--- src/rtl/lsu_config.svh ---
// widths, depth, access-size codes and extension codes
// shared by the load/store unit

`ifndef LSU_CONFIG_SVH
`define LSU_CONFIG_SVH

// data path
`define LSU_XLEN        32       // data and address width
`define LSU_BE_W        4        // one enable per byte

// outstanding transactions
`define LSU_DEPTH       2'd2     // max in flight on the bus
`define LSU_CNT_W       2        // counter width for 0..2

// access size where bit 1 set means byte
`define LSU_SIZE_WORD   2'b00
`define LSU_SIZE_HALF   2'b01
`define LSU_SIZE_BYTE   2'b10

// load extension where 11 behaves as sign
`define LSU_EXT_ZERO    2'b00
`define LSU_EXT_SIGN    2'b01
`define LSU_EXT_ONE     2'b10

`endif
--- src/rtl/lsu_pkg.sv ---
// types of the load/store unit
// bus data word seen as bytes or halfwords

`include "lsu_config.svh"

package lsu_pkg;

  // one bus word with two ways of picking it apart
  typedef union packed {
    logic [`LSU_BE_W-1:0][7:0]     bytes;   // byte lanes 0..3
    logic [`LSU_BE_W/2-1:0][15:0]  halves;  // halfword lanes 0..1
  } lsu_word_u;

endpackage

--- src/rtl/lsu_ex_if.sv ---
// EX-stage access description of one load or store
// with one modport per consumer

`timescale 1ns/1ps
`include "lsu_config.svh"

interface lsu_ex_if;

  logic                 req;            // access requested in EX
  logic                 we;             // store when high
  logic [1:0]           size;           // word, half or byte
  logic [`LSU_XLEN-1:0] wdata;          // store data as held in the register
  logic [1:0]           reg_offset;     // byte offset inside the register
  logic [1:0]           sign_ext;       // zero, sign or one fill
  logic                 misaligned_ex;  // second phase of a split access

  // address, byte enables and store data
  modport fmt (
    input req,
    input we,
    input size,
    input wdata,
    input reg_offset,
    input misaligned_ex
  );

  // WB control capture and load shaping
  modport align (
    input we,
    input size,
    input sign_ext,
    input misaligned_ex
  );

  // bus request pacing
  modport ctrl (
    input req
  );

endinterface

--- src/rtl/lsu_top.sv ---
// load/store unit top level
// EX interface, request formatter, read aligner and transaction controller

`timescale 1ns/1ps
`include "lsu_config.svh"

module lsu_top (
  input  logic                 clk,
  input  logic                 rst_n,
  // data bus
  output logic                 data_req_o,
  input  logic                 data_gnt_i,
  input  logic                 data_rvalid_i,
  output logic                 data_we_o,
  output logic [`LSU_XLEN-1:0] data_addr_o,
  output logic [`LSU_BE_W-1:0] data_be_o,
  output logic [`LSU_XLEN-1:0] data_wdata_o,
  input  logic [`LSU_XLEN-1:0] data_rdata_i,
  // EX stage
  input  logic                 data_req_ex_i,
  input  logic                 data_we_ex_i,
  input  logic [1:0]           data_size_ex_i,
  input  logic [`LSU_XLEN-1:0] data_wdata_ex_i,
  input  logic [1:0]           data_reg_offset_ex_i,
  input  logic [1:0]           data_sign_ext_ex_i,
  input  logic                 data_misaligned_ex_i,  // phase two of a split access
  input  logic [`LSU_XLEN-1:0] operand_a_ex_i,
  input  logic [`LSU_XLEN-1:0] operand_b_ex_i,
  input  logic                 addr_useincr_ex_i,
  output logic [`LSU_XLEN-1:0] data_rdata_ex_o,
  output logic                 data_misaligned_o,     // to the controller
  output logic                 lsu_ready_ex_o,
  output logic                 lsu_ready_wb_o,
  output logic                 busy_o
);

  logic [`LSU_XLEN-1:0] addr;
  logic [1:0]           addr_lsb;
  logic [`LSU_BE_W-1:0] be;
  logic [`LSU_XLEN-1:0] wdata;
  logic                 resp_valid;
  logic                 ctrl_update;

  lsu_ex_if ex_if_inst ();

  assign ex_if_inst.req           = data_req_ex_i;
  assign ex_if_inst.we            = data_we_ex_i;
  assign ex_if_inst.size          = data_size_ex_i;
  assign ex_if_inst.wdata         = data_wdata_ex_i;
  assign ex_if_inst.reg_offset    = data_reg_offset_ex_i;
  assign ex_if_inst.sign_ext      = data_sign_ext_ex_i;
  assign ex_if_inst.misaligned_ex = data_misaligned_ex_i;

  lsu_req_format lsu_req_format_inst (
    .ex_i           (ex_if_inst.fmt),
    .operand_a_i    (operand_a_ex_i),
    .operand_b_i    (operand_b_ex_i),
    .addr_useincr_i (addr_useincr_ex_i),
    .addr_o         (addr),
    .addr_lsb_o     (addr_lsb),
    .be_o           (be),
    .wdata_o        (wdata),
    .misaligned_o   (data_misaligned_o)
  );

  lsu_rdata_align lsu_rdata_align_inst (
    .clk           (clk),
    .rst_n         (rst_n),
    .ex_i          (ex_if_inst.align),
    .addr_lsb_i    (addr_lsb),
    .ctrl_update_i (ctrl_update),
    .resp_valid_i  (resp_valid),
    .misaligned_i  (data_misaligned_o),
    .rdata_i       (data_rdata_i),        // seen as bytes and halves inside
    .rdata_ex_o    (data_rdata_ex_o)
  );

  lsu_txn_ctrl lsu_txn_ctrl_inst (
    .clk            (clk),
    .rst_n          (rst_n),
    .ex_i           (ex_if_inst.ctrl),
    .addr_i         (addr),
    .be_i           (be),
    .wdata_i        (wdata),
    .we_i           (data_we_ex_i),
    .data_gnt_i     (data_gnt_i),
    .data_rvalid_i  (data_rvalid_i),
    .data_req_o     (data_req_o),
    .data_we_o      (data_we_o),
    .data_addr_o    (data_addr_o),
    .data_be_o      (data_be_o),
    .data_wdata_o   (data_wdata_o),
    .resp_valid_o   (resp_valid),
    .ctrl_update_o  (ctrl_update),
    .lsu_ready_ex_o (lsu_ready_ex_o),
    .lsu_ready_wb_o (lsu_ready_wb_o),
    .busy_o         (busy_o)
  );

endmodule

--- src/rtl/lsu_txn_ctrl.sv ---
// transaction controller, outstanding counter and bus request
// EX/WB ready, busy and WB update strobe

`timescale 1ns/1ps
`include "lsu_config.svh"

module lsu_txn_ctrl (
  input  logic                 clk,
  input  logic                 rst_n,
  lsu_ex_if.ctrl               ex_i,
  input  logic [`LSU_XLEN-1:0] addr_i,
  input  logic [`LSU_BE_W-1:0] be_i,
  input  logic [`LSU_XLEN-1:0] wdata_i,
  input  logic                 we_i,
  input  logic                 data_gnt_i,
  input  logic                 data_rvalid_i,
  output logic                 data_req_o,
  output logic                 data_we_o,
  output logic [`LSU_XLEN-1:0] data_addr_o,
  output logic [`LSU_BE_W-1:0] data_be_o,
  output logic [`LSU_XLEN-1:0] data_wdata_o,
  output logic                 resp_valid_o,   // rvalid with something outstanding
  output logic                 ctrl_update_o,  // load WB control registers
  output logic                 lsu_ready_ex_o,
  output logic                 lsu_ready_wb_o,
  output logic                 busy_o
);

  logic [`LSU_CNT_W-1:0] cnt_q;     // outstanding transactions
  logic                  accept;    // req and gnt together

  // address phase straight from the formatter
  assign data_req_o   = ex_i.req && (cnt_q < `LSU_DEPTH);
  assign data_we_o    = we_i;
  assign data_addr_o  = addr_i;
  assign data_be_o    = be_i;
  assign data_wdata_o = wdata_i;

  assign accept       = data_req_o && data_gnt_i;
  assign resp_valid_o = data_rvalid_i && (cnt_q != '0);

  ////////////////////////////////////////
  // ready and busy
  ////////////////////////////////////////

  assign lsu_ready_wb_o = (cnt_q == '0) || resp_valid_o;

  // with WB occupied, EX only moves in step with a response
  always_comb
  begin
    if (!ex_i.req)
      lsu_ready_ex_o = 1'b1;
    else if (cnt_q == 2'd0)
      lsu_ready_ex_o = accept;
    else if (cnt_q == 2'd1)
      lsu_ready_ex_o = accept && resp_valid_o;
    else
      lsu_ready_ex_o = resp_valid_o;
  end

  assign ctrl_update_o = lsu_ready_ex_o && ex_i.req;
  assign busy_o        = (cnt_q != '0) || data_req_o;

  ////////////////////////////////////////
  // counter
  ////////////////////////////////////////

  always_ff @(posedge clk or negedge rst_n)
  begin
    if (!rst_n)
      cnt_q <= '0;
    else
    begin
      case ({accept, resp_valid_o})
        2'b10: cnt_q <= cnt_q + 2'd1;   // new one in flight
        2'b01: cnt_q <= cnt_q - 2'd1;   // one retired
        default: cnt_q <= cnt_q;        // none or one in and one out
      endcase
    end
  end

endmodule

--- src/rtl/lsu_rdata_align.sv ---
// read-data aligner, WB control registers and held load value
// misaligned assembly and zero, one or sign extension

`timescale 1ns/1ps
`include "lsu_config.svh"

module lsu_rdata_align (
  input  logic                 clk,
  input  logic                 rst_n,
  lsu_ex_if.align              ex_i,
  input  logic [1:0]           addr_lsb_i,      // offset of the access in EX
  input  logic                 ctrl_update_i,   // EX access moves to WB
  input  logic                 resp_valid_i,    // qualified rvalid
  input  logic                 misaligned_i,    // first phase of a split access in EX
  input  lsu_pkg::lsu_word_u   rdata_i,
  output logic [`LSU_XLEN-1:0] rdata_ex_o
);

  logic [1:0]           size_q;      // WB access size
  logic [1:0]           offset_q;    // WB byte offset
  logic [1:0]           sign_ext_q;  // WB extension mode
  logic                 we_q;        // WB access is a store
  lsu_pkg::lsu_word_u   rdata_q;     // raw first phase or last load result

  logic [`LSU_XLEN-1:0] word_res;
  logic [15:0]          half_raw;
  logic [7:0]           byte_raw;
  logic [`LSU_XLEN-1:0] rdata_ext;   // final load value

  // fill bit for the upper part of a short load
  function automatic logic fill_bit(input logic [1:0] mode, input logic msb);
    logic f;
    case (mode)
      `LSU_EXT_ZERO: f = 1'b0;
      `LSU_EXT_ONE:  f = 1'b1;
      default:       f = msb;      // sign with 11 included
    endcase
    return f;
  endfunction

  ////////////////////////////////////////
  // WB control
  ////////////////////////////////////////

  always_ff @(posedge clk or negedge rst_n)
  begin
    if (!rst_n)
    begin
      size_q     <= `LSU_SIZE_WORD;
      offset_q   <= 2'b00;
      sign_ext_q <= `LSU_EXT_ZERO;
      we_q       <= 1'b0;
    end
    else if (ctrl_update_i)      // captured when EX is released
    begin
      size_q     <= ex_i.size;
      offset_q   <= addr_lsb_i;
      sign_ext_q <= ex_i.sign_ext;
      we_q       <= ex_i.we;
    end
  end

  ////////////////////////////////////////
  // alignment
  ////////////////////////////////////////

  // for words the upper lanes of the held word sit below the new low lanes
  always_comb
  begin
    case (offset_q)
      2'b01: word_res = {rdata_i.bytes[0], rdata_q.bytes[3:1]};
      2'b10: word_res = {rdata_i.halves[0], rdata_q.halves[1]};
      2'b11: word_res = {rdata_i.bytes[2:0], rdata_q.bytes[3]};
      default: word_res = rdata_i;
    endcase
  end

  always_comb
  begin
    case (offset_q)
      2'b00: half_raw = rdata_i.halves[0];
      2'b01: half_raw = {rdata_i.bytes[2], rdata_i.bytes[1]};  // straddles lanes 1 and 2
      2'b10: half_raw = rdata_i.halves[1];
      default: half_raw = {rdata_i.bytes[0], rdata_q.bytes[3]};  // split over two words
    endcase
  end

  assign byte_raw = rdata_i.bytes[offset_q];

  always_comb
  begin
    case (size_q)
      `LSU_SIZE_WORD: rdata_ext = word_res;
      `LSU_SIZE_HALF: rdata_ext = {{16{fill_bit(sign_ext_q, half_raw[15])}}, half_raw};
      default:        rdata_ext = {{24{fill_bit(sign_ext_q, byte_raw[7])}}, byte_raw};
    endcase
  end

  // raw word kept while phase two is pending and final value otherwise
  always_ff @(posedge clk or negedge rst_n)
  begin
    if (!rst_n)
      rdata_q <= '0;
    else if (resp_valid_i && !we_q)
    begin
      if (ex_i.misaligned_ex || misaligned_i)
        rdata_q <= rdata_i;
      else
        rdata_q <= rdata_ext;
    end
  end

  assign rdata_ex_o = resp_valid_i ? rdata_ext : rdata_q;  // bypass in the rvalid cycle

endmodule

--- src/rtl/lsu_req_format.sv ---
// request formatter, address adder and byte enables
// store data rotation and misalignment detection

`timescale 1ns/1ps
`include "lsu_config.svh"

module lsu_req_format (
  lsu_ex_if.fmt                ex_i,
  input  logic [`LSU_XLEN-1:0] operand_a_i,
  input  logic [`LSU_XLEN-1:0] operand_b_i,
  input  logic                 addr_useincr_i,  // a + b when high and a alone when low
  output logic [`LSU_XLEN-1:0] addr_o,          // bus address
  output logic [1:0]           addr_lsb_o,      // byte offset for the aligner
  output logic [`LSU_BE_W-1:0] be_o,
  output logic [`LSU_XLEN-1:0] wdata_o,
  output logic                 misaligned_o     // split access, second phase needed
);

  logic [`LSU_XLEN-1:0] addr_int;    // raw effective address
  logic [1:0]           wdata_off;   // byte rotation amount

  ////////////////////////////////////////
  // address
  ////////////////////////////////////////

  assign addr_int   = addr_useincr_i ? (operand_a_i + operand_b_i) : operand_a_i;
  assign addr_lsb_o = addr_int[1:0];

  // second phase goes to the next word and is always aligned
  assign addr_o = ex_i.misaligned_ex ? {addr_int[`LSU_XLEN-1:2], 2'b00} : addr_int;

  ////////////////////////////////////////
  // byte enables
  ////////////////////////////////////////

  always_comb
  begin
    case (ex_i.size)
      `LSU_SIZE_WORD:
      begin
        if (!ex_i.misaligned_ex)
          be_o = 4'b1111 << addr_int[1:0];             // low part from the offset up
        else
          be_o = ~(4'b1111 << addr_int[1:0]);          // spill into the next word
      end
      `LSU_SIZE_HALF:
      begin
        if (!ex_i.misaligned_ex)
          be_o = 4'b0011 << addr_int[1:0];             // offset 3 keeps lane 3 only
        else
          be_o = 4'b0001;                              // upper byte of a split half
      end
      default: be_o = 4'b0001 << addr_int[1:0];        // byte in one lane
    endcase
  end

  ////////////////////////////////////////
  // store data
  ////////////////////////////////////////

  // register byte at reg_offset must land on lane addr offset
  assign wdata_off = addr_int[1:0] - ex_i.reg_offset;

  always_comb
  begin
    case (wdata_off)
      2'b00: wdata_o = ex_i.wdata;
      2'b01: wdata_o = {ex_i.wdata[23:0], ex_i.wdata[31:24]};  // up one lane
      2'b10: wdata_o = {ex_i.wdata[15:0], ex_i.wdata[31:16]};  // up two lanes
      2'b11: wdata_o = {ex_i.wdata[7:0],  ex_i.wdata[31:8]};   // up three lanes
      default: wdata_o = ex_i.wdata;
    endcase
  end

  // only first phases can be split; the controller then issues phase two
  always_comb
  begin
    misaligned_o = 1'b0;
    if (ex_i.req && !ex_i.misaligned_ex)
    begin
      if (ex_i.size == `LSU_SIZE_WORD)
        misaligned_o = (addr_int[1:0] != 2'b00);
      else if (ex_i.size == `LSU_SIZE_HALF)
        misaligned_o = (addr_int[1:0] == 2'b11);
    end
  end

endmodule

--- config.mk ---
export PLATFORM = sky130hd
export DESIGN_NAME = lsu_top
export DESIGN_NICKNAME = d
export VERILOG_FILES = /design/src/rtl/lsu_pkg.sv /design/src/rtl/lsu_ex_if.sv /design/src/rtl/lsu_top.sv /design/src/rtl/lsu_txn_ctrl.sv /design/src/rtl/lsu_rdata_align.sv /design/src/rtl/lsu_req_format.sv
export VERILOG_INCLUDE_DIRS = /design/src /design/src/rtl
export SDC_FILE = /design/constraint.sdc
export NUM_CORES = 1
export LEC_CHECK = 0
export BUFFER_PORTS_ARGS = -buffer_cell sky130_fd_sc_hd__buf_2
export CORE_ASPECT_RATIO = 1.5
export CORE_MARGIN = 3
export CORE_UTILIZATION = 56
export CTS_BUF_LIST = sky130_fd_sc_hd__clkbuf_8
export CTS_CLUSTER_SIZE = 30
export DETAILED_ROUTE_END_ITERATION = 8
export PLACE_DENSITY = 0.86
export REMOVE_ABC_BUFFERS = 1
export SLEW_MARGIN = 10
export SYNTH_ARGS = -nofsm -noshare
export SYNTH_HDL_FRONTEND = slang
export SYNTH_SLANG_ARGS = --single-unit
--- constraint.sdc ---
create_clock -name clk -period 8.1 [get_ports clk]
set_input_delay 0.81 -clock clk [delete_from_list [all_inputs] [get_ports clk]]
set_output_delay 0.81 -clock clk [all_outputs]
set_load 0.01 [all_outputs]
# After elaboration in Yosys (flattened, before gate mapping)
# Cells that the tools add are included.
[word_totals] ff_bits=41 output_inout_bits=106 wordCells=72 input_bits=142
[classes] mux=22 add_sub_neg=4 shifts=3 n_reduce_logical=21 order_cmp=2 eq_ne=13 n_bitwise=1
[op_table] cell="32-bit case mux with 4 select lines" count=1
[op_table] cell="32-bit 2-to-1 mux" count=3
[op_table] cell="32-bit case mux with 3 select lines" count=1
[op_table] cell="32-bit case mux with 2 select lines" count=1
[op_table] cell="16-bit case mux with 3 select lines" count=1
[op_table] cell="32-bit adder" count=1
[op_table] cell="8-bit binary-select mux with 2-bit select" count=1
[op_table] cell="2-bit == test, second input constant" count=7
[op_table] cell="2-bit by 1-bit == test with 1-bit output, second input constant" count=6
[op_table] cell="2-bit zero test" count=6
[op_table] cell="4-bit 2-to-1 mux" count=2
[op_table] cell="8-bit 2-to-1 mux" count=1
[op_table] cell="4-bit case mux with 2 select lines" count=1
[op_table] cell="1-bit logical AND" count=7
[op_table] cell="1-bit 2-to-1 mux" count=6
[op_table] cell="2-bit nonzero test" count=3
[op_table] cell="4-bit inverter" count=1
[op_table] cell="1-bit case mux with 2 select lines" count=2
[op_table] cell="2-bit case mux with 2 select lines" count=1
[op_table] cell="1-bit by 2-bit left shift with 4-bit output, first input constant" count=1
[op_table] cell="2-bit by 2-bit left shift with 4-bit output, first input constant" count=1
[op_table] cell="4-bit by 2-bit left shift with 4-bit output, first input constant" count=1
[op_table] cell="1-bit logical OR" count=3
[op_table] cell="2-bit by 3-bit less-than comparator with 1-bit output, second input constant" count=1
[op_table] cell="other kinds (6)" count=7

# Logic depth before layout (Yosys ltp)
# Gate-level depths: netlist of the first run.
[depth] word_depth=8 mapped_depth=14 depth_no_buf=12

# Hierarchy
# Synthesis of the first run repeated with hierarchy kept, for this count alone.
[hier_totals] cells_unflattened=884 area_unflattened_um2=7539.7
[by_module_without_submodules] module="lsu_rdata_align" instances=1 cells_each=408 area_per_inst_um2=3837.4
[by_module_without_submodules] module="lsu_req_format" instances=1 cells_each=383 area_per_inst_um2=2957.8
[by_module_without_submodules] module="lsu_txn_ctrl" instances=1 cells_each=93 area_per_inst_um2=744.5

# Worst setup path after synthesis of the first run
# Ideal clock, no wire load.
[synth_path] kind="input to output" startpoint="in operand_a_ex_i[0]" endpoint="out data_wdata_o[18]" setup_slack_ns=4.433 stages=8 t_arrival_ns=2.857 cell_sequence="ha_1 > inv_1 > fa_1 > a21oi_2 > xor2_2 > buf_4 > mux2i_1 > mux2i_1"
[synth_via] elab_chain_cells=5 word_cells_on_any_way=8
[synth_lines] element="from (decl)" line_no="lsu_top.sv:27" text="input logic [`LSU_XLEN-1:0] operand_a_ex_i,"
[synth_lines] element="32-bit adder *" line_no="lsu_req_format.sv:26" text="assign addr_int = addr_useincr_i ? (operand_a_i + operand_b_i) : operand_a_i;"
[synth_lines] element="32-bit 2-to-1 mux *" line_no="lsu_req_format.sv:26"
[synth_lines] element="net addr_lsb[1]" line_no="lsu_top.sv:38" text="logic [1:0] addr_lsb;"
[synth_lines] element="2-bit subtractor *" line_no="lsu_req_format.sv:62" text="assign wdata_off = addr_int[1:0] - ex_i.reg_offset;"
[synth_lines] element="2-bit == test (tied with other cells)" line_no="lsu_req_format.sv:66" text="case (wdata_off)"
[synth_lines] element="32-bit case mux with 4 select lines *" line_no="lsu_req_format.sv:66"
[synth_lines] element="to (decl)" line_no="lsu_top.sv:17" text="output logic [`LSU_XLEN-1:0] data_wdata_o,"
# Mark *: on every way through the listed nets, which the timed path passes. The rest lies on a longest branch.

# Worst setup path in the final report of the first run
[layout_path] startpoint="in addr_useincr_ex_i" endpoint="out data_wdata_o[30]"
[layout_via] elab_chain_cells=4 word_cells_on_any_way=7
[layout_lines] element="from (decl)" line_no="lsu_top.sv:29" text="input logic addr_useincr_ex_i,"
[layout_lines] element="32-bit 2-to-1 mux *" line_no="lsu_req_format.sv:26"
[layout_lines] element="2-bit subtractor *" line_no="lsu_req_format.sv:62"
[layout_lines] element="2-bit == test (tied with other cells)" line_no="lsu_req_format.sv:66"
[layout_lines] element="32-bit case mux with 4 select lines *" line_no="lsu_req_format.sv:66"
# Every way passes the cells marked *; elsewhere a longest branch is shown, timed or not.

==> reports/qor.csv, run 1 <==
stage,metric,value,unit
status,outcome,finished clean,
worst_hold_path,Hold Crit Start,lsu_rdata_align_inst.rdata_q[1]$_DFFE_PN0P_,
timing,Setup TNS,0,ns
synthesis,Syn Area/Cell,7.85,um^2
worst_setup_path,flop2flop setup slack,4.61,ns
worst_setup_path,Crit. End Element,primary output,
drt,Routed Antenna Nets,0,
worst_setup_path,CP Cell Sequence,buf_2 > buf_4 > mux2i_1 > ha_1 > xnor2_1 > xor2_2 > mux2i_1 > mux2i_1 > buf_2,
worst_setup_path,"Max FO, Critical Path",37,
worst_setup_path,Max stage delay on crit path,0.91,ns
clock_network,CTS root buf,clkbuf_8,
grt,total track usage,29.3,%
clock_network,CTS buffer count,5,
floorplan,chip height,143,um
pwr,Int Power,1170,uW
clock_network,cts hold-fix bufs,0,
synthesis,Post-synth EDFFs,0,
worst_setup_path,WS Path Type,primary input to primary output,
synthesis,Post-synth top flop,dfrtp_1,
worst_setup_path,critical path data arrival time,3.78,ns
drt,drt total wl,21700,um
timing,RSZ-0062 raised after global routing,false,
timing,FMAX,0.218,GHz
timing,Max Slew Vio Count,0,
drt,mean routed wirelength per cell,17.5,um
drt,Metal-1 WL,7870,um
worst_hold_path,hold depth,2,
timing,Final setup viols,0,
synthesis,post-synth top area share,14.6,%
drt,Met2 Wirelength,11600,um
placed_design,Post-DP Area,8200,um^2
worst_setup_path,CP required,7.29,ns
grt,vias in the first global route,7395,
grt,first-pass GRT wire length,34300,um
synthesis,Post-Syn Area,7020,um^2
grt,gr ovfl total,0,
final_layout,layout cell share with drive strength beyond 1,31.9,%
worst_setup_path,crit start category,primary input,
final_layout,cell area after layout,8310,um^2
grt,antenna violations before repair,0,
clock_network,H-tree levels,2,
clock_network,post-CTS sizing,0,
drt,drt drc,0,
clock_network,clock slew at reported path FFs,0.09,ns
clock_network,CTS tree,done,
pwr,switching pwr,1160,uW
synthesis,Synth area leaders,"dfrtp_1 (15%), mux2i_1 (13%), ha_1 (7.8%)",
drt,top sig layer,met4,
placed_design,# port buffers,247,
floorplan,DIE WIDTH,97.4,um
timing,Slew HR,20.4,%
worst_setup_path,"most used cell, CP",mux2i_1,
placed_design,gpl congestion,0.944,
final_layout,nets@finish,1272,
pwr,Pleak,0.00412,uW
pwr,Sw Share,49.8,%
clock_network,worst skew pair latency,0.31,ns
clock_network,Max Root-Sink Buffers,2,
synthesis,#FFs+latches synth,41,
job,Max Cap Violations,0,
pwr,share of power burned in registers,17.6,%
drt,initial DRC count,311,
pwr,VDD IR-drop max,153,uV
drt,routed length on met3,1690,um
final_layout,# diodes,0,
timing,skew final,0.0142,ns
synthesis,Post-Syn Instances,895,
synthesis,synth warn,0,
worst_hold_path,worst hold path class,flop to flop,
synthesis,Synth async-reset ratio,100,%
timing,Final Hold Fails,0,
synthesis,sequential element share of the synthesized area,14.6,%
timing,Final Cycle Share,56.6,%
timing,Worst-Margin Slew,1.19,ns
drt,Vias/cell,6.20,
floorplan,initial core utilization,57.8,%
clock_network,post-CTS setup buffers,0,
timing,crit path time final,4.59,ns
worst_setup_path,FF-to-FF End,lsu_rdata_align_inst.size_q[0]$_DFFE_PN0P_,
pwr,Pwr Density,280,nW/um^2
floorplan,row count,49,
pwr,clock power share,7.6,%
grt,largest net degree at the start of global routing,71,
final_layout,area grow syn2layout,18.4,%
floorplan,io pins,248,
floorplan,DIE AREA,13900,um^2
drt,Vias,7686,
floorplan,core footprint,12100,um^2
placed_design,DP HPWL,16900,um
worst_setup_path,Slowest cell on crit path,xor2_2,
worst_setup_path,RR Startpoint,lsu_txn_ctrl_inst.cnt_q[1]$_DFFE_PN0P_,
synthesis,Synth cell types,61,
clock_network,Sink Count,41,
worst_setup_path,Critical Path Source,addr_useincr_ex_i,
pwr,combinational power share,74.8,%
worst_hold_path,Hold EP,lsu_rdata_align_inst.rdata_q[1]$_DFFE_PN0P_,
worst_setup_path,cell count of the worst reg-to-reg path,9,
drt,TritonRoute pass-1 iters,5,
synthesis,cell accounting for the most synthesized area,dfrtp_1,
==> state kept, by name, summed over array words and instances, names as in the netlist <==
| register | count |
|---|---|
| lsu_rdata_align_inst.offset_q | 2 |
| lsu_rdata_align_inst.rdata_q | 32 |
| lsu_rdata_align_inst.sign_ext_q | 2 |
| lsu_rdata_align_inst.size_q | 2 |
| lsu_rdata_align_inst.we_q | 1 |
| lsu_txn_ctrl_inst.cnt_q | 2 |
==> kinds of logic (layout without fill, tap and decap cells) <==
group           count (synthesis)  in the layout  share of synthesized area [%]
simple gates                  236            236                           15.1
buf+inv                        93            284                           5.60
flops                          41             41                           14.6
mux                           161            161                           27.4
fa+ha+maj                      45             45                           8.13
xor+xnor                       32             32                           4.21
compound gates                287            287                           25.0
==> synthesized netlist by cell type (all sizes together), types with 3 or more instances <==
cell	number
or3	6
o211ai	7
mux2i	94
nor2	72
nand2	90
nand4	8
clkbuf	46
o31ai	7
buf	25
xor2	10
and2	6
nand2b	16
and3	4
a31oi	6
xnor2	22
ha	44
a221o	3
nand3	13
a21o	33
a211oi	28
nor3	8
or2	3
nor2b	4
mux4	20
a21oi	85
o21a	3
o22ai	5
o21ai	95
inv	22
mux2	47
dfrtp	41
a311oi	3
==> per-stage QoR <==
step / hold slack, ns / setup slack (ns) / power [uW] / std cells / utilization (%)
after global routing: 0.528 / 3.29 / 2520 / 1239 / 68.5
after detailed placement: 0.471 / 3.52 / 2140 / 1231 / 67.5
after floorplan: 0.450 / 3.69 / 1620 / 824 / -
after global placement: 0.463 / 3.63 / 2100 / 1231 / 67.5
final: 0.484 / 3.51 / 2330 / 1239 / 68.5
after CTS: 0.491 / 3.52 / 2320 / 1239 / 68.5
==> worst max-delay path by stage <==
stage / endpoint / slack, ns / cells past startpoint
after CTS: data_wdata_o[29] / 3.52 / 9
after floorplan: data_rdata_ex_o[16] / 3.69 / 7
final: data_wdata_o[30] / 3.51 / 9
after detailed placement: data_wdata_o[29] / 3.52 / 9
after global placement: data_wdata_o[19] / 3.63 / 9
after global routing: data_wdata_o[23] / 3.29 / 9
==> cells in the final DEF (no fill, tap or decap), drive strengths merged, types with 28 or more instances in the layout <==
master / Yosys / final
nand2: 90 / 90
ha: 44 / 44
a21o: 33 / 33
a211oi: 28 / 28
nor2: 72 / 72
mux2: 47 / 47
dfrtp: 41 / 41
a21oi: 85 / 85
o21ai: 95 / 95
mux2i: 94 / 94
buf: 25 / 254
==> power by group through the flow <==
stage          Combinational [uW]  Clock, uW  Sequential, uW
2_1_floorplan                1150          0             470
3_3_place_gp                 1690          0             405
3_5_place_dp                 1730          0             410
4_1_cts                      1730        182             407
5_1_grt                      1910        189             422
6_report                     1740        177             409
==> cell type report <==
cell class                      count  area [um^2]
Clock inverter                      2         33.8
Multi-Input combinational cell    761         5610
Fill cell                        1036         3830
Tap cell                          153          191
Clock buffer                        6         82.6
Timing Repair Buffer              254         1290
Sequential cell                    41         1030
Inverter                           22         82.6
==> worst max-delay path, delay by kind of cell <==
| kind | cells | cell delay, ns |
|---|---|---|
| adder cells (fa/ha/maj) | 1 | 0.24 |
| multiplexers | 3 | 0.94 |
| buffers and inverters | 3 | 0.62 |
| XOR/XNOR | 2 | 1.14 |
==> layer usage <==
| layer | vias up | global-route usage, % |
|---|---|---|
| met1 | 3575 | 31.8 |
| met5 | - | 0 |
| met4 | 0 | 12.1 |
| met3 | 51 | 4.11 |
| met2 | 392 | 56.3 |
| li1 | 3668 | - |
Power figures use the tool's default switching activity.
==> run 2, diff against run 1 <==
--- a/config.mk
+++ b/config.mk
@@ -9,11 +9,11 @@
 export BUFFER_PORTS_ARGS = -buffer_cell sky130_fd_sc_hd__buf_2
 export CORE_ASPECT_RATIO = 1.5
 export CORE_MARGIN = 3
-export CORE_UTILIZATION = 56
+export CORE_UTILIZATION = 48
 export CTS_BUF_LIST = sky130_fd_sc_hd__clkbuf_8
 export CTS_CLUSTER_SIZE = 30
 export DETAILED_ROUTE_END_ITERATION = 8
-export PLACE_DENSITY = 0.86
+export PLACE_DENSITY = 0.78
 export REMOVE_ABC_BUFFERS = 1
 export SLEW_MARGIN = 10
 export SYNTH_ARGS = -nofsm -noshare
==> constraint.sdc (replaced) <==
create_clock -name clk -period 4.2 [get_ports clk]
set_input_delay 0.42 -clock clk [delete_from_list [all_inputs] [get_ports clk]]
set_output_delay 0.42 -clock clk [all_outputs]
set_load 0.01 [all_outputs]
==> run 2 against run 1 <==
Routed wire length decreased by 1.8%. Clock skew hardly changed. Register-to-register slack got worse by 3.2 ns. Critical path depth up 4. Critical endpoint is now data_addr_o[26]. Sequential power up 120%. Flip-flop and latch count unchanged.
==> reports/qor.csv, run 2 (synthesis gave the netlist of run 1 again) <==
stage,metric,value,unit,change
final_layout,most frequent cells in the layout,"buf_2 (247), mux2i_1 (94), o21ai_0 (91)",,
clock_network,Sink Count,41,,unchanged
final_layout,nets@finish,1277,,+0.39%
grt,total track usage,25.5,%,-3.7 points
pwr,Pwr Density,526,nW/um^2,+88%
grt,antenna violations before repair,0,,unchanged
worst_setup_path,crit start category,primary input,,
placed_design,# port buffers,247,,unchanged
grt,largest net degree at the start of global routing,65,,-8.5%
timing,Setup TNS,0,ns,unchanged
worst_setup_path,WS Path Type,primary input to primary output,,
drt,Vias,7595,,-1.2%
clock_network,cts hold-fix bufs,0,,unchanged
timing,Final Hold Fails,0,,unchanged
timing,final setup margin,0.733,ns,-2.78 ns
clock_network,H-tree levels,2,,unchanged
timing,Final Cycle Share,82.6,%,
timing,Worst-Margin Slew,1.22,ns,+0.0251 ns
drt,mean routed wirelength per cell,16.6,um,-5.1%
timing,skew final,0.0143,ns,+0.00000600 ns
timing,Max Slew Vio Count,0,,unchanged
worst_hold_path,worst hold path class,primary input to async pin,,
final_layout,Post-Layout Cell Count,1283,,+3.6%
floorplan,initial core utilization,49.5,%,-8.4 points
final_layout,area grow syn2layout,19.4,%,
drt,drt total wl,21300,um,-1.8%
worst_setup_path,Crit. End Element,primary output,,
clock_network,CTS tree,done,,
worst_setup_path,Crit path max-delay family,compound AO/OA/AOI/OAI gates,,
worst_setup_path,critical path data arrival time,3.05,ns,-0.73 ns
final_layout,Fillers,1383,,+33%
timing,FMAX,0.288,GHz,
timing,crit path time final,3.47,ns,
floorplan,core footprint,14200,um^2,+17%
final_layout,register bank with the most flops,lsu_rdata_align_inst.rdata_q,,
job,Max Cap Violations,0,,unchanged
timing,Slew HR,18.5,%,-1.9 points
placed_design,worst slack at placement,0.761,ns,-2.76 ns
worst_setup_path,flop2flop setup slack,1.43,ns,-3.18 ns
clock_network,Max Root-Sink Buffers,2,,unchanged
worst_setup_path,worst path bufs/invs,3,,unchanged
worst_setup_path,RR Startpoint,lsu_txn_ctrl_inst.cnt_q[0]$_DFFE_PN0P_,,
worst_setup_path,"Max FO, Critical Path",3,,-92%
pwr,Pleak,0.00413,uW,+0.22%
clock_network,clock slew at reported path FFs,0.09,ns,about the same
grt,vias in the first global route,7335,,-0.81%
placed_design,Post-DP Area,8300,um^2,+1.2%
floorplan,DIE WIDTH,105,um,+7.5%
drt,drt drc,0,,unchanged
timing,worst hold margin,0.234,ns,-0.249 ns
floorplan,io pins,248,,unchanged
floorplan,chip height,154,um,+7.7%
drt,initial DRC count,340,,+9.3%
grt,gr ovfl total,0,,unchanged
clock_network,worst skew pair latency,0.31,ns,about the same
worst_setup_path,CP Cell Sequence,buf_2 > ha_1 > inv_1 > fa_1 > nand2b_1 > a21oi_1 > o21ai_0 > a21o_1 > a21oi_1 > o21ai_1 > and3_1 > o31ai_1 > buf_2,,
pwr,VDD IR-drop max,320,uV,+110%
worst_setup_path,CP required,3.78,ns,-3.51 ns
drt,Vias/cell,5.92,,-4.6%
drt,Routed Antenna Nets,0,,unchanged
final_layout,sequential standard cell area,1030,um^2,unchanged
worst_setup_path,Slowest cell on crit path,o31ai_1,,
clock_network,CTS buffer count,5,,unchanged
status,outcome,finished clean,,
final_layout,layout cell share with drive strength beyond 1,32.3,%,+0.40 points
placed_design,gpl congestion,0.908,,-3.8%
placed_design,placed cell count,1275,,+3.6%
clock_network,CTS root buf,clkbuf_8,,
floorplan,row count,53,,+8.2%
final_layout,cell area after layout,8380,um^2,+0.83%
final_layout,max reg flops,32,,unchanged
final_layout,# diodes,0,,unchanged
worst_setup_path,FF-to-FF End,lsu_rdata_align_inst.sign_ext_q[0]$_DFFE_PN0P_,,
timing,RSZ-0062 raised after global routing,false,,
timing,Final setup viols,0,,unchanged
floorplan,DIE AREA,16100,um^2,+16%
final_layout,"most common cell after layout, fill and taps aside",buf_2,,
worst_setup_path,Max stage delay on crit path,0.42,ns,-0.49 ns
worst_setup_path,cell count of the worst reg-to-reg path,9,,unchanged
clock_network,post-CTS sizing,0,,unchanged
placed_design,DP HPWL,16800,um,-0.18%
drt,TritonRoute pass-1 iters,5,,unchanged
grt,first-pass GRT wire length,34600,um,+0.73%
final_layout,Multi-input gate area,5610,um^2,unchanged
clock_network,post-CTS setup buffers,0,,unchanged
run 2: per-stage QoR:
step           total power (uW)  util, %
6_report                   4410     59.1
5_1_grt                    4820     59.1
4_1_cts                    4420     59.1
3_5_place_dp               4140     58.5
3_3_place_gp               4070     58.5
2_1_floorplan              3130        -
run 2: power breakdown:
group	total [uW]	switching (uW)	internal [uW]
Sequential	892	307	585
Clock	267	152	115
Combinational	3250	1750	1490
Total	4410	2210	2190
run 2: worst max path at each step:
stage,from,end,slack (ns),cells past startpoint
after floorplan,lsu_rdata_align_inst.offset_q[1]$_DFFE_PN0P_,data_rdata_ex_o[16],0.18,7
after global placement,operand_a_ex_i[0],data_wdata_o[15],0.81,10
after detailed placement,operand_a_ex_i[0],data_wdata_o[15],0.76,10
after CTS,operand_a_ex_i[0],data_wdata_o[15],0.75,10
after global routing,operand_a_ex_i[0],data_addr_o[26],0.63,13
final,operand_a_ex_i[0],data_addr_o[26],0.73,13
run 2: worst register-to-register path, delay by kind of cell (launching register included):
| family | cells | cell delay (ns) |
|---|---|---|
| AND/OR/NAND/NOR | 2 | 0.77 |
| multiplexers | 2 | 0.65 |
| flip-flops | 1 | 0.42 |
| adder cells (fa/ha/maj) | 2 | 0.41 |
| AO/OA/AOI/OAI | 1 | 0.20 |
| buffers and inverters | 2 | 0.19 |
run 2: layout make-up:
class | count | area share [%]
Clock inverter | 3 | 0.209
Tap cell | 192 | 2.87
Inverter | 22 | 0.985
Multi-Input combinational cell | 761 | 66.9
Clock buffer | 5 | 0.821
Timing Repair Buffer | 259 | 16.0
Sequential cell | 41 | 12.3
run 2: metal layers:
layer / global-route usage (%) / part of all wire [%] / vias to the layer above
met5: 0 / 0 / -
met2: 48.2 / 52 / 355
met4: 7.63 / 2.5 / 0
met1: 29.0 / 37 / 3500
met3: 4.33 / 8.1 / 53
li1: - / - / 3687
